[src/vga_cfg.svh]
`ifndef VGA_CFG_SVH
`define VGA_CFG_SVH

//////////////////////////////////////////////////
// Horizontal timing in pixels
//////////////////////////////////////////////////
`define VGA_H_ACTIVE 16
`define VGA_H_FRONT 2
`define VGA_H_SYNC 4
`define VGA_H_BACK 2
`define VGA_H_TOTAL (`VGA_H_ACTIVE + `VGA_H_FRONT + `VGA_H_SYNC + `VGA_H_BACK)
`define VGA_H_CNT_W 5

//////////////////////////////////////////////////
// Vertical timing in lines
//////////////////////////////////////////////////
`define VGA_V_ACTIVE 8
`define VGA_V_FRONT 1
`define VGA_V_SYNC 2
`define VGA_V_BACK 1
`define VGA_V_TOTAL (`VGA_V_ACTIVE + `VGA_V_FRONT + `VGA_V_SYNC + `VGA_V_BACK)
`define VGA_V_CNT_W 4

// Frame buffer geometry
`define VGA_FB_DEPTH 128
`define VGA_FB_ADDR_W 7

// APB byte addresses
`define VGA_ADDR_CTRL 12'h000
`define VGA_ADDR_STATUS 12'h004
`define VGA_ADDR_PIXEL_BASE 12'h400

`endif
[src/vgaPkg.sv]
`default_nettype none

package vgaPkg;

  // Red in bit 2, green in bit 1, blue in bit 0
  typedef logic [2:0] rgbT;

  // Phases of one line or one frame, in scan order
  typedef enum logic [1:0] {
    active,
    frontPorch,
    sync,
    backPorch
  } phaseT;

  //////////////////////////////////////////////////
  // APB data word views
  //////////////////////////////////////////////////

  // Pixel region word
  typedef struct packed {
    logic [28:0] rsvd;
    rgbT color;
  } pixelViewT;

  // Control register word
  typedef struct packed {
    logic [24:0] rsvd1;
    rgbT fillColor;
    logic [2:0] rsvd0;
    logic enable;
  } ctrlViewT;

  // Same pwdata word, decoded by address
  typedef union packed {
    pixelViewT pixel;
    ctrlViewT ctrl;
  } apbWordU;

endpackage

`default_nettype wire

[src/vgaIfs.sv]
`timescale 1ns/1ps
`default_nettype none
`include "vga_cfg.svh"

// Raster position and the decoded phase flags
interface scanIf;
  logic [`VGA_H_CNT_W-1:0] hCount;
  logic [`VGA_V_CNT_W-1:0] vCount;
  logic lineEnd;
  logic active;
  logic hSyncN;
  logic vSyncN;

  modport timer (output hCount, vCount, lineEnd);
  modport fsm (input hCount, vCount, lineEnd, output active, hSyncN, vSyncN);
  modport sink (input hCount, vCount, active, hSyncN, vSyncN);
endinterface

// Host side port of the frame buffer
interface fbPortIf;
  import vgaPkg::*;

  logic we;
  logic [`VGA_FB_ADDR_W-1:0] addr;
  rgbT wdata;
  rgbT rdata;

  modport master (output we, addr, wdata, input rdata);
  modport slave (input we, addr, wdata, output rdata);
endinterface

`default_nettype wire

[src/apbRegs.sv]
`timescale 1ns/1ps
`default_nettype none
`include "vga_cfg.svh"

module apbRegs (
  input  logic               clk,
  input  logic               rstN,
  input  logic               psel,
  input  logic               penable,
  input  logic               pwrite,
  input  logic [11:0]        paddr,
  input  logic [31:0]        pwdata,
  input  logic               frameStart,
  output logic [31:0]        prdata,
  output logic               pready,
  output logic               pslverr,
  output logic               enable,
  output vgaPkg::rgbT        fillColor,
  fbPortIf.master            fb
);

  import vgaPkg::*;

  logic access;
  logic isCtrl;
  logic isStatus;
  logic isPixel;
  logic [15:0] frameCount;
  apbWordU wrWord;
  apbWordU rdWord;

  //////////////////////////////////////////////////
  // Address decode
  //////////////////////////////////////////////////
  assign access   = psel && penable;
  assign isCtrl   = (paddr == `VGA_ADDR_CTRL);
  assign isStatus = (paddr == `VGA_ADDR_STATUS);
  assign isPixel  = (paddr >= `VGA_ADDR_PIXEL_BASE) &&
                    (paddr < `VGA_ADDR_PIXEL_BASE + 4 * `VGA_FB_DEPTH);

  assign wrWord = pwdata;

  // No wait states
  assign pready  = 1'b1;
  // Status is read-only
  assign pslverr = access && (!(isCtrl || isStatus || isPixel) || (isStatus && pwrite));

  // Pixel port, read address already valid in the setup cycle
  assign fb.addr  = paddr[`VGA_FB_ADDR_W+1:2];
  assign fb.wdata = wrWord.pixel.color;
  assign fb.we    = access && pwrite && isPixel;

  always_ff @(posedge clk or negedge rstN) begin
    if (!rstN) begin
      enable    <= 1'b0;
      fillColor <= '0;
    end else if (access && pwrite && isCtrl) begin
      enable    <= wrWord.ctrl.enable;
      fillColor <= wrWord.ctrl.fillColor;
    end
  end

  // Frames shown since reset
  always_ff @(posedge clk or negedge rstN) begin
    if (!rstN) begin
      frameCount <= '0;
    end else if (frameStart) begin
      frameCount <= frameCount + 1'b1;
    end
  end

  //////////////////////////////////////////////////
  // Read mux
  //////////////////////////////////////////////////
  always_comb begin
    rdWord = '0;
    if (isCtrl) begin
      rdWord.ctrl.enable    = enable;
      rdWord.ctrl.fillColor = fillColor;
    end else if (isStatus) begin
      rdWord[15:0] = frameCount;
    end else if (isPixel) begin
      rdWord.pixel.color = fb.rdata;
    end
    prdata = rdWord;
  end

endmodule

`default_nettype wire

[src/frameBuffer.sv]
`timescale 1ns/1ps
`default_nettype none
`include "vga_cfg.svh"

module frameBuffer (
  input  logic                      clk,
  fbPortIf.slave                    host,
  input  logic [`VGA_FB_ADDR_W-1:0] scanAddr,
  output vgaPkg::rgbT               scanPixel
);

  import vgaPkg::*;

  rgbT mem [`VGA_FB_DEPTH];

  //////////////////////////////////////////////////
  // Host port, write-first
  //////////////////////////////////////////////////
  always_ff @(posedge clk) begin
    if (host.we) begin
      mem[host.addr] <= host.wdata;
      host.rdata     <= host.wdata;
    end else begin
      host.rdata     <= mem[host.addr];
    end
  end

  // Scan port, one cycle read
  always_ff @(posedge clk) begin
    scanPixel <= mem[scanAddr];
  end

endmodule

`default_nettype wire

[src/pixelOut.sv]
`timescale 1ns/1ps
`default_nettype none
`include "vga_cfg.svh"

module pixelOut (
  input  logic                      clk,
  input  logic                      rstN,
  input  logic                      enable,
  input  vgaPkg::rgbT               fillColor,
  scanIf.sink                       scan,
  output logic [`VGA_FB_ADDR_W-1:0] scanAddr,
  input  vgaPkg::rgbT               scanPixel,
  output vgaPkg::rgbT               rgb,
  output logic                      hSync,
  output logic                      vSync,
  output logic                      de
);

  logic activeD;
  logic hSyncD;
  logic vSyncD;

  // Index of the pixel whose flags show up next cycle
  always_ff @(posedge clk) begin
    scanAddr <= `VGA_FB_ADDR_W'(scan.vCount * `VGA_H_ACTIVE + scan.hCount);
  end

  //////////////////////////////////////////////////
  // Match the frame buffer read latency
  //////////////////////////////////////////////////
  always_ff @(posedge clk or negedge rstN) begin
    if (!rstN) begin
      activeD <= 1'b0;
      hSyncD  <= 1'b1;
      vSyncD  <= 1'b1;
    end else begin
      activeD <= scan.active;
      hSyncD  <= scan.hSyncN;
      vSyncD  <= scan.vSyncN;
    end
  end

  // Output registers, black outside the active area
  always_ff @(posedge clk or negedge rstN) begin
    if (!rstN) begin
      rgb   <= '0;
      de    <= 1'b0;
      hSync <= 1'b1;
      vSync <= 1'b1;
    end else begin
      rgb   <= !activeD ? '0 : (enable ? scanPixel : fillColor);
      de    <= activeD;
      hSync <= hSyncD;
      vSync <= vSyncD;
    end
  end

endmodule

`default_nettype wire

[src/scanTimer.sv]
`timescale 1ns/1ps
`default_nettype none
`include "vga_cfg.svh"

module scanTimer (
  input  logic clk,
  input  logic rstN,
  scanIf.timer scan
);

  // Last pixel of every line
  assign scan.lineEnd = (scan.hCount == `VGA_H_CNT_W'(`VGA_H_TOTAL - 1));

  //////////////////////////////////////////////////
  // Pixel counter
  //////////////////////////////////////////////////
  always_ff @(posedge clk or negedge rstN) begin
    if (!rstN) begin
      scan.hCount <= '0;
    end else if (scan.lineEnd) begin
      scan.hCount <= '0;
    end else begin
      scan.hCount <= scan.hCount + 1'b1;
    end
  end

  //////////////////////////////////////////////////
  // Line counter, steps once per line
  //////////////////////////////////////////////////
  always_ff @(posedge clk or negedge rstN) begin
    if (!rstN) begin
      scan.vCount <= '0;
    end else if (scan.lineEnd) begin
      if (scan.vCount == `VGA_V_CNT_W'(`VGA_V_TOTAL - 1)) begin
        scan.vCount <= '0;
      end else begin
        scan.vCount <= scan.vCount + 1'b1;
      end
    end
  end

endmodule

`default_nettype wire

[src/syncFsm.sv]
`timescale 1ns/1ps
`default_nettype none
`include "vga_cfg.svh"

module syncFsm (
  input  logic clk,
  input  logic rstN,
  scanIf.fsm   scan,
  output logic frameStart
);

  import vgaPkg::*;

  phaseT hState;
  phaseT vState;
  phaseT hNext;
  phaseT vNext;
  logic lineEndQ;

  // Phase of a counter value, changes only at phase boundaries
  function automatic phaseT nextPhase(
    input phaseT cur,
    input int unsigned count,
    input int unsigned activeLen,
    input int unsigned frontLen,
    input int unsigned syncLen
  );
    phaseT res;
    res = cur;
    if (count == 0) begin
      res = active;
    end else if (count == activeLen) begin
      res = frontPorch;
    end else if (count == activeLen + frontLen) begin
      res = sync;
    end else if (count == activeLen + frontLen + syncLen) begin
      res = backPorch;
    end
    return res;
  endfunction

  always_comb begin
    hNext = nextPhase(hState, scan.hCount, `VGA_H_ACTIVE, `VGA_H_FRONT, `VGA_H_SYNC);
    vNext = vState;
    // First pixel of a new line, vCount already points at it
    if (lineEndQ) begin
      vNext = nextPhase(vState, scan.vCount, `VGA_V_ACTIVE, `VGA_V_FRONT, `VGA_V_SYNC);
    end
  end

  //////////////////////////////////////////////////
  // State registers, one cycle behind the counters
  //////////////////////////////////////////////////
  always_ff @(posedge clk or negedge rstN) begin
    if (!rstN) begin
      hState     <= backPorch;
      vState     <= backPorch;
      // Reset looks like the end of the last line of a frame
      lineEndQ   <= 1'b1;
      frameStart <= 1'b0;
    end else begin
      hState     <= hNext;
      vState     <= vNext;
      lineEndQ   <= scan.lineEnd;
      frameStart <= (vNext == active) && (vState != active);
    end
  end

  assign scan.active = (hState == active) && (vState == active);
  assign scan.hSyncN = (hState != sync);
  assign scan.vSyncN = (vState != sync);

endmodule

`default_nettype wire

[src/vgaTop.sv]
`timescale 1ns/1ps
`default_nettype none
`include "vga_cfg.svh"

module vgaTop (
  input  logic        clk,
  input  logic        rstN,
  input  logic        psel,
  input  logic        penable,
  input  logic        pwrite,
  input  logic [11:0] paddr,
  input  logic [31:0] pwdata,
  output logic [31:0] prdata,
  output logic        pready,
  output logic        pslverr,
  output vgaPkg::rgbT rgb,
  output logic        hSync,
  output logic        vSync,
  output logic        de
);

  import vgaPkg::*;

  logic frameStart;
  logic enable;
  rgbT fillColor;
  logic [`VGA_FB_ADDR_W-1:0] scanAddr;
  rgbT scanPixel;

  scanIf scan ();
  fbPortIf fb ();

  //////////////////////////////////////////////////
  // Raster timing
  //////////////////////////////////////////////////
  scanTimer uTimer (
    .clk (clk),
    .rstN (rstN),
    .scan (scan.timer)
  );

  syncFsm uSync (
    .clk (clk),
    .rstN (rstN),
    .scan (scan.fsm),
    .frameStart (frameStart)
  );

  //////////////////////////////////////////////////
  // Host registers and pixel memory
  //////////////////////////////////////////////////
  apbRegs uRegs (
    .clk (clk),
    .rstN (rstN),
    .psel (psel),
    .penable (penable),
    .pwrite (pwrite),
    .paddr (paddr),
    .pwdata (pwdata),
    .frameStart (frameStart),
    .prdata (prdata),
    .pready (pready),
    .pslverr (pslverr),
    .enable (enable),
    .fillColor (fillColor),
    .fb (fb.master)
  );

  frameBuffer uFb (
    .clk (clk),
    .host (fb.slave),
    .scanAddr (scanAddr),
    .scanPixel (scanPixel)
  );

  // Video output stage
  pixelOut uOut (
    .clk (clk),
    .rstN (rstN),
    .enable (enable),
    .fillColor (fillColor),
    .scan (scan.sink),
    .scanAddr (scanAddr),
    .scanPixel (scanPixel),
    .rgb (rgb),
    .hSync (hSync),
    .vSync (vSync),
    .de (de)
  );

endmodule

`default_nettype wire

[config.mk]
export PLATFORM = sky130hd
export DESIGN_NAME = vgaTop
export DESIGN_NICKNAME = d
export VERILOG_FILES = /design/src/vgaPkg.sv /design/src/vgaIfs.sv /design/src/apbRegs.sv /design/src/frameBuffer.sv /design/src/pixelOut.sv /design/src/scanTimer.sv /design/src/syncFsm.sv /design/src/vgaTop.sv
export VERILOG_INCLUDE_DIRS = /design/src
export SDC_FILE = /design/constraint.sdc
export NUM_CORES = 1
export LEC_CHECK = 0
export ABC_AREA = 0
export ABC_CLOCK_PERIOD_IN_PS = 5300
export BUFFER_PORTS_ARGS = -buffer_cell sky130_fd_sc_hd__buf_2
export CORE_MARGIN = 2
export CORE_UTILIZATION = 40
export DETAILED_ROUTE_END_ITERATION = 7
export HOLD_SLACK_MARGIN = 0.08
export SETUP_SLACK_MARGIN = 0.02
export SLEW_MARGIN = 15
export SYNTH_ARGS = -nofsm -noshare
export SYNTH_HDL_FRONTEND = slang
export SYNTH_HIERARCHICAL = 1
export SYNTH_SLANG_ARGS = --single-unit
export TNS_END_PERCENT = 20
[constraint.sdc]
create_clock -name clk -period 5.3 [get_ports clk]
set_clock_uncertainty 0.05 [all_clocks]
set_input_delay 0.53 -clock clk [delete_from_list [all_inputs] [get_ports clk]]
set_output_delay 0.53 -clock clk [all_outputs]
set_load 0.005 [all_outputs]
==> out/qor.yml, run 1 <==
clock_network:
  h-tree-depth: 2
  cts_buffers: 48
  cts_setup_buffers: 0
  clock_latency_ps: 590
  cts.clk_slew.worst_paths_ps: 60
  cts_tree: "done"
  clock-root-buffer: "clkbuf_16"
  clkSinkCount: 445
  cts.path.max_buffers: 3
drt:
  via_per_inst: 5.935
  wl_per_cell_um: 27.01
  drt_iter0_markers: 1100
  drc: 0
  dr.pass1.iters: 4
  vias: 11140
  ant_nets: 0
  finalWirelength_um: 50690
yosys:
  syn_area_um2: 21060
  synth.avg_cell_area_um2: 18.82
  yosys-top-cells-count: "edfxtp_1, mux4_2, nor2_1"
  syn_inst: 1119
  synth-main-ff-cell: "edfxtp_1"
  yosysWarnings: 6
  synth_simple_gate_area_frac: 0.05793
  synth_cell_types: 46
  async_flop_share: 0.09888
  synth_edf_count: 384
  synthTopCellsByArea: "edfxtp_1, mux4_2, dfrtp_1"
  synth_top_area_frac: 0.5476
  yosysTopAreaCell: "edfxtp_1"
  synth_fa_ha_area_frac: 0.002971
  synth_mux_area_frac: 0.2798
  synth_top_family_by_area: "multiplexers"
  synth_xor_area_frac: 0.007902
  synth_compound_area_frac: 0.005763
  synth.most_common_cell: "edfxtp_1"
  ys_ff_latch: 445
  seq_area_frac_synth: 0.6165
global_routing:
  top_usage_layer: "met2"
  antenna_found_initial: 2
  grtUsageMet1: 0.2624
  grt.overflow.total: 0
  grt_use_met2: 0.3144
  grt_use_total: 0.1920
  grt_pass1_vias: 11440
  grt_pass1_wl_um: 75710
  met3_usage: 0.03699
  grt_max_degree: 70
finish:
  drive_above_1_share: 0.3583
  nets: 1205
  seqCellArea_um2: 13000
  multi_input_area_um2: 7526
  antenna_cells: 0
  fillers: 4449
  area_delta_synth_final_pct: 11.35
timing:
  setup_viol: 0
  finalCritPeriodShare: 0.8731
  grt_setup_unrepaired: "no"
  worst_pin_slew_ps: 1112
  tns_ps: 0
  slew_headroom: 0.2587
  maxSlewViolCount: 0
  final_hold_viol_count: 0
  period_minus_slack_ps: 4627
  max_freq_mhz: 216.1
placement:
  post-dp-hpwl_um: 32850
  gp_congestion: 0.7821
  numPortBuffers: 45
worst_setup_path:
  cp-start-kind: "register"
  path_class: "reg -> out"
  r2r_end: "uFb/scanPixel[1]$_DFF_P_"
  r2r_slack_ps: 1960
  cp-end-kind: "output pin"
  ff2ff_path_depth: 5
  cp_max_fo: 30
  critPathRequiredTime_ps: 4720
  r2r-start: "uOut/scanAddr[0]$_DFF_P_"
  crit_arrival_ps: 4050
hold_path:
  min_to: "uRegs/fillColor[2]$_DFFE_PN0P_"
  hold_path_startpoint: "pwdata[6]"
  hp-class: "in -> reg"
  hold_path_depth: 2
power:
  vdd_drop_max_uv: 196.6
  total_power_w: 0.007399
  power.density_nw_per_um2: 315.5
  p_leak_nw: 7.313
status:
  status: "finished clean"
floorplan:
  dieArea_um2: 54500
  rows: 84
  fp.dieW_um: 233.5
  core_um2: 52340
  die_h_um: 233.5
  io_pins: 89
  start_util: 0.4023
run:
  cap_viol_max_count: 0
flip-flops by register name (all words and copies together), names as in the netlist, 3 cells and up, named ones only:
register and count:
uFb/mem 384, uFb/scanPixel 3, uOut/rgb 3, uOut/scanAddr 7
uRegs/fillColor 3, uRegs/frameCount 16, uTimer/scan.hCount 5, uTimer/scan.vCount 4
report_power, final:
| part | internal (W) | switching, W |
|---|---|---|
| logic | 0.000129 | 0.000165 |
| clock network | 0.00193 | 0.00134 |
| registers | 0.00381 | 0.0000311 |
| total | 0.00586 | 0.00154 |
cell families (layout without fill, tap and decap cells):
group	after synthesis	count (layout)
AND/OR/NAND/NOR	250	250
multiplexers	272	272
adder cells (fa/ha/maj)	5	5
AO/OA/AOI/OAI	18	18
buffers and inverters	108	163
other	2	17
flip-flops	445	445
XOR/XNOR	19	19
cell usage in the layout, fill, tap and decap left out, types with 8 or more instances in the layout:
cell       synthesis  layout
edfxtp_1         384     384
mux4_2           252     252
nor2_1           132     132
clkbuf_16          0      49
buf_2             10      42
dfrtp_1           35      35
nand2_1           23      23
buf_4             32      20
nand3_1           19      19
conb_1             2      17
nor3_1            16      16
clkbuf_1          40      15
nor2b_1           15      15
and3_1            13      13
xor2_1            12      12
dfxtp_1           17      10
mux2_2             9       9
dfstp_2            9       9
nand4_1            8       8
worst max path at each step:
stage | start | to | slack [ps] | depth (start not counted)
final | register | prdata[1] | 670 | 7
after global routing | register | prdata[2] | 510 | 7
after CTS | register | prdata[2] | 600 | 7
after detailed placement | register | prdata[2] | 1230 | 7
after global placement | register | prdata[2] | 1260 | 7
after floorplan | register | prdata[1] | 1860 | 8
worst max-delay path: stages (launching register included):
cell,delay (ps)
dfxtp_4,820
buf_4,310
mux4_2,540
mux4_2,540
mux4_2,550
mux2_2,330
a32o_1,220
buf_2,130
cell type report:
| cell class | instances | area share |
|---|---|---|
| repair buffers | 70 | 0.02177 |
| well taps | 688 | 0.03671 |
| inverters | 5 | 0.0008003 |
| clock buffers | 70 | 0.05821 |
| multi-input cells | 581 | 0.3209 |
| clock inverters | 18 | 0.007096 |
| flip-flops and latches | 445 | 0.5545 |
repair_timing:
item                                   CTS  global route
endpoints found under the hold margin   30             0
hold buffers                             1             0
setup endpoints to repair                0             0
gates resized for setup                  0             0
metal layers:
layer | wire [µm] | part of all wire
met5 | 17 | 0.00034
met4 | 1191 | 0.023
met3 | 3831 | 0.076
met2 | 24950 | 0.49
met1 | 20700 | 0.41
per-stage QoR:
stage	hold WS, ps	cells	worst slack, ps	util	area, µm²
floorplan	184.4	1134	1856	-	21120
CTS	93.03	1877	596.6	0.4480	23450
global route	110.0	1877	511.1	0.4480	23450
global placement	295.2	1788	1261	0.4186	21910
detailed placement	299.4	1788	1232	0.4186	21910
finish	120.5	1877	672.8	0.4480	23450
No activity file was read; power rests on OpenSTA's default activity.
==> run 2: changes to the inputs <==
ABC_CLOCK_PERIOD_IN_PS = 4800   (was 5300)
CORE_UTILIZATION = 62   (was 40)
PLACE_DENSITY = 0.8   (was unset)
clock period = 4.8 ns   (was 5.3 ns; I/O delays follow)
==> out/qor.yml, run 2 (same netlist as run 1, synthesis figures left out) <==
status:
  status: "finished clean"
worst_setup_path:
  critPathMostFrequentCell: "mux4_2"
  crit_chain: "buf_12 > mux4_2 > mux4_2 > mux4_2 > mux2_2 > a32o_1 > buf_2"
  crit_arrival_ps: 3810  # -240 ps
  crit_buf_inv: 2  # unchanged
  slowest_delay_ps: 690  # -130 ps
  cp-start-kind: "register"
  critPathRequiredTime_ps: 4270  # -450 ps
  cp-end-kind: "output pin"
  cp_max_fo: 23  # -23%
  cp_top_family: "multiplexers"
  slowest_stage: "dfxtp_4"
  path_class: "reg -> out"
drt:
  drc: 0  # unchanged
  wl_per_cell_um: 31.35  # +16%
  dr.pass1.iters: 6  # +2
  ant_nets: 0  # unchanged
  vias: 11800  # +5.9%
  finalWirelength_um: 51320  # +1.2%
  via_per_inst: 7.206  # +21%
  drt_iter0_markers: 1417  # +29%
clock_network:
  cts_tree: "done"
  clock-root-buffer: "clkbuf_16"
  clkSinkCount: 445  # unchanged
  cts.path.max_buffers: 3  # unchanged
  cts_setup_buffers: 0  # unchanged
  clock_latency_ps: 560  # -30 ps
  h-tree-depth: 2  # unchanged
  cts_buffers: 45  # -6.3%
  cts.clk_slew.worst_paths_ps: 60  # about the same
global_routing:
  grt_pass1_wl_um: 77280  # +2.1%
  grt_max_degree: 97  # +39%
  grt.overflow.total: 0  # unchanged
  grt_use_total: 0.2982  # +0.1062
  antenna_found_initial: 0  # -2
  grt_pass1_vias: 12030  # +5.2%
timing:
  period_minus_slack_ps: 4343
  finalCritPeriodShare: 0.9047
  maxSlewViolCount: 0  # unchanged
  slew_headroom: 0.2519  # -0.006842
  worst_pin_slew_ps: 1122  # +10.26 ps
  final_hold_viol_count: 0  # unchanged
  tns_ps: 0  # unchanged
  max_freq_mhz: 230.3
  grt_setup_unrepaired: "no"
  setup_viol: 0  # unchanged
placement:
  gp_congestion: 0.8356  # +6.8%
  numPortBuffers: 45  # unchanged
  post-dp-hpwl_um: 32130  # -2.2%
power:
  p_clk_frac: 0.427  # -0.014
  seq_power_share: 0.531  # +0.012
  power.density_nw_per_um2: 345.3  # +9.4%
  pwr-share-comb: 0.042  # +0.002
  p_sw_frac: 0.2080  # +0.0004263
  p_leak_nw: 7.289  # -0.34%
  power.internal_w: 0.006308  # +7.6%
  vdd_drop_max_uv: 276.7  # +41%
  netSwitchingPower_w: 0.001657  # +7.9%
floorplan:
  die_h_um: 188.3  # -19%
  dieArea_um2: 35460  # -35%
  fp.dieW_um: 188.3  # -19%
  start_util: 0.6280  # +0.2257
  core_um2: 33530  # -36%
  io_pins: 89  # unchanged
  rows: 67  # -20%
finish:
  drive_above_1_share: 0.3594  # +0.001143
  top_register: "uFb/mem"
  fillers: 2014  # -55%
  area_delta_synth_final_pct: 9.530
  final_util: 0.6879  # +0.2398
  reg_top3: "uFb/mem: 384 flops, uRegs/frameCount: 16 flops, uOut/scanAddr: 7 flops"
  mostFrequentLayoutCells: "edfxtp_1, mux4_2, nor2_1"
  final_common_cell: "edfxtp_1"
  largest_reg_flops: 384  # unchanged
  nets: 1205  # unchanged
run:
  cap_viol_max_count: 0  # unchanged
hold_path:
  hp-class: "in -> reg"
## run 2: cell count changes in the layout (fill, tap and decap cells not counted), sizes merged
| cell | previous run | this run |
|---|---|---|
| bufinv | 3 | 1 |
| diode | 0 | 1 |
| clkinvlp | 1 | 0 |
| buf | 69 | 72 |
| clkinv | 12 | 15 |
| clkbuf | 70 | 66 |
## run 2: worst reg2reg max path, stage by stage (launching register included)
cell and delay [ps]:
dfxtp_4 710, buf_4 440, mux4_2 590, mux4_2 520
mux4_2 530, mux2_2 300
## run 2: power groups by stage
stage | clock [W] | sequential (W) | combinational (W)
floorplan | 0 | 0.00429 | 0.000242
global placement | 0 | 0.00431 | 0.000319
detailed placement | 0 | 0.00431 | 0.000325
CTS | 0.00343 | 0.00423 | 0.000328
global route | 0.00358 | 0.00423 | 0.000348
finish | 0.00340 | 0.00423 | 0.000331
## run 2: timing repair
| item | 4_1_cts | 5_1_grt |
|---|---|---|
| gates resized for setup | 0 | 0 |
| hold endpoints to repair | 35 | 0 |
| hold buffers | 1 | 0 |
## run 2: per-stage QoR
step | power (W) | hold slack [ps] | instance area [µm²] | setup WS [ps] | std cells
final | 0.007965 | 111.6 | 23070 | 457.4 | 1637
after CTS | 0.007986 | 106.7 | 23060 | 431.5 | 1636
after detailed placement | 0.004635 | 299.1 | 21620 | 1016 | 1551
after global routing | 0.008160 | 113.6 | 23060 | 334.8 | 1636
after floorplan | 0.004529 | 134.4 | 21120 | 1406 | 1134
after global placement | 0.004629 | 295.5 | 21620 | 1021 | 1551
## run 2: layout make-up
type	instances	area [µm²]	area share
diodes	1	2.502	0.0001085
well taps	448	560.5	0.02430
repair buffers	73	520.5	0.02257
flip-flops and latches	445	13000	0.5637
clock buffers	66	1319	0.05717
inverters	5	18.77	0.0008137
multi-input cells	581	7526	0.3263
clock inverters	18	116.4	0.005045
## run 2: per-layer routing
layer	vias up	GRT usage	share of wire
met5	-	0	0
met1	6176	0.4111	0.36
met3	135	0.05699	0.10
met4	0	0.09645	0.035
met2	815	0.4921	0.50
li1	4671	-	-
## run 2: worst paths after layout
kind / cells after the start / end / start / slack, ps
setup / recovery: 7 / prdata[2] / register / 460
hold / removal: 2 / uRegs/fillColor[1]$_DFFE_PN0P_ / pwdata[5] / 110
setup reg to reg: 5 / uFb/scanPixel[2]$_DFF_P_ / uOut/scanAddr[0]$_DFF_P_ / 1550
hold reg to reg: 0 / uOut/hSync$_DFF_PN1_ / uOut/hSyncD$_DFF_PN1_ / 310
max in group asynchronous: 2 / uTimer/scan.hCount[2]$_DFF_PN0_ / rstN / 3550
min in group asynchronous: 2 / uOut/rgb[1]$_DFF_PN0_ / rstN / 570
==> run 3: changes to the inputs <==
PLACE_DENSITY = unset   (was 0.8)
PLACE_DENSITY_LB_ADDON = 0.25   (was unset)
==> out/qor.yml, run 3 (same netlist as run 1, synthesis figures left out) <==
global_routing:
  grt_pass1_vias: 11530  # -4.1%
  antenna_found_initial: 0  # unchanged
  grt_use_total: 0.2803  # -0.01787
  grt.overflow.total: 0  # unchanged
  grt_pass1_wl_um: 71880  # -7.0%
  grt_max_degree: 82  # -15%
timing:
  max_freq_mhz: 225.8  # -1.9%
  holdWs_ps: 107.9  # -3.658 ps
  finalCritPeriodShare: 0.9226  # +0.01785
  worst_pin_slew_ps: 1077  # -44.93 ps
  slew_headroom: 0.2801  # +0.02821
  final_hold_viol_count: 0  # unchanged
  setup_viol: 0  # unchanged
  tns_ps: 0  # unchanged
  period_minus_slack_ps: 4428  # +85.70 ps
  grt_setup_unrepaired: "no"
  maxSlewViolCount: 0  # unchanged
clock_network:
  clock_latency_ps: 570  # about the same
  cts_tree: "done"
  cts_buffers: 46  # +2.2%
  cts.path.max_buffers: 3  # unchanged
  cts-resized-gates: 0  # unchanged
  cts.clk_slew.worst_paths_ps: 60  # about the same
  clock-root-buffer: "clkbuf_16"
  clkSinkCount: 445  # unchanged
  h-tree-depth: 2  # unchanged
worst_setup_path:
  crit_chain: "buf_12 > mux4_2 > mux4_2 > mux4_2 > mux2_2 > a32o_1 > buf_2"
  path_class: "reg -> out"
  critPathMostFrequentCell: "mux4_2"
  cp_max_fo: 40  # +74%
  critPathRequiredTime_ps: 4270  # about the same
  r2r-start: "uOut/scanAddr[0]$_DFF_P_"
  cp-end-kind: "output pin"
  slowest_delay_ps: 600  # -90 ps
  crit_arrival_ps: 3900  # +90 ps
  slowest_stage: "dfxtp_4"
  cp-start-kind: "register"
power:
  seq_power_share: 0.515  # -0.016
  vdd_drop_max_uv: 269.4  # -2.6%
  p_clk_frac: 0.446  # +0.019
  p_sw_frac: 0.1990  # -0.008992
  pwr-share-comb: 0.039  # -0.003
  p_leak_nw: 7.336  # +0.65%
  power.density_nw_per_um2: 354.3  # +2.6%
  netSwitchingPower_w: 0.001634  # -1.4%
  power.internal_w: 0.006575  # +4.2%
finish:
  largest_reg_flops: 384  # unchanged
  final_util: 0.6910  # +0.003172
  top_register: "uFb/mem"
  reg_top3: "uFb/mem: 384 flops, uRegs/frameCount: 16 flops, uOut/scanAddr: 7 flops"
  antenna_cells: 0  # -1
  mostFrequentLayoutCells: "edfxtp_1, mux4_2, nor2_1"
  area_delta_synth_final_pct: 10.03
  drive_above_1_share: 0.3594  # unchanged
  nets: 1205  # unchanged
  final_common_cell: "edfxtp_1"
  fillers: 2071  # +2.8%
floorplan:
  core_um2: 33530  # unchanged
  fp.dieW_um: 188.3  # unchanged
  start_util: 0.6280  # unchanged
  rows: 67  # unchanged
  io_pins: 89  # unchanged
  die_h_um: 188.3  # unchanged
  dieArea_um2: 35460  # unchanged
drt:
  routed.top_layer: "met4"
  vias: 11290  # -4.3%
  wl_per_cell_um: 29.27  # -6.6%
  wl_met1_um: 17720  # -3.7%
  via_per_inst: 6.903  # -4.2%
  wl_met3_um: 4266  # -19%
  drc: 0  # unchanged
  dr.pass1.iters: 6  # unchanged
  ant_nets: 0  # unchanged
  finalWirelength_um: 47890  # -6.7%
  wl_met2_um: 23920  # -7.6%
  drt_iter0_markers: 1298  # -8.4%
placement:
  numPortBuffers: 45  # unchanged
  gp_congestion: 0.8128  # -2.7%
  post-dp-hpwl_um: 30890  # -3.9%
hold_path:
  hp-class: "in -> reg"
  hold_path_startpoint: "pwdata[4]"
run:
  cap_viol_max_count: 0  # unchanged
status:
  status: "finished clean"
-- run 3: power by group through the flow --
stage	Clock (W)	Combinational, W	Sequential (W)
2_1_floorplan	0	0.000242	0.00429
3_3_place_gp	0	0.000312	0.00431
3_5_place_dp	0	0.000318	0.00431
4_1_cts	0.00372	0.000322	0.00423
5_1_grt	0.00386	0.000341	0.00423
6_report	0.00366	0.000323	0.00423
-- run 3: final cells by class --
cell class,instances,area (µm²),share of cell area
Tap cell,448,560.5,0.02419
Clock buffer,64,1310,0.05653
Multi-Input combinational cell,581,7526,0.3248
Timing Repair Buffer,72,495.5,0.02138
Clock inverter,21,260.3,0.01123
Inverter,5,18.77,0.0008099
Sequential cell,445,13000,0.5611
-- run 3: repair_timing --
item	CTS	global route
hold buffers	4	0
setup buffers	0	0
endpoints found under the hold margin	38	0
-- run 3: metal layers --
| layer | vias up | track usage |
|---|---|---|
| li1 | 4664 | - |
| met1 | 5868 | 0.3817 |
| met2 | 645 | 0.4523 |
| met3 | 116 | 0.05606 |
| met4 | 0 | 0.1193 |
| met5 | - | 0 |
-- run 3: path summary, 6_finish.rpt --
path	end	slack, ps	depth (start not counted)
setup reg to reg	uFb/scanPixel[2]$_DFF_P_	1540	5
max in group asynchronous	uTimer/scan.vCount[0]$_DFFE_PN0N_	3560	2
hold / removal	uRegs/fillColor[0]$_DFFE_PN0P_	110	2
hold reg to reg	uOut/vSync$_DFF_PN1_	310	0
setup / recovery	prdata[2]	370	7
min in group asynchronous	uOut/de$_DFF_PN0_	550	2
-- run 3: worst max-delay path: cells and delay by family (launching register included) --
kind	cells	cell delay, ps
AO/OA/AOI/OAI	1	220
buffers and inverters	2	500
flip-flops	1	600
multiplexers	4	1970
-- run 3: through the flow --
stage	std cells	area, µm²	total power [W]	worst slack (ps)
after floorplan	1134	21120	0.004529	1406
after global placement	1547	21560	0.004620	942.9
after detailed placement	1547	21560	0.004626	961.7
after CTS	1636	23170	0.008268	332.7
after global routing	1636	23170	0.008431	232.5
final	1636	23170	0.008209	371.7
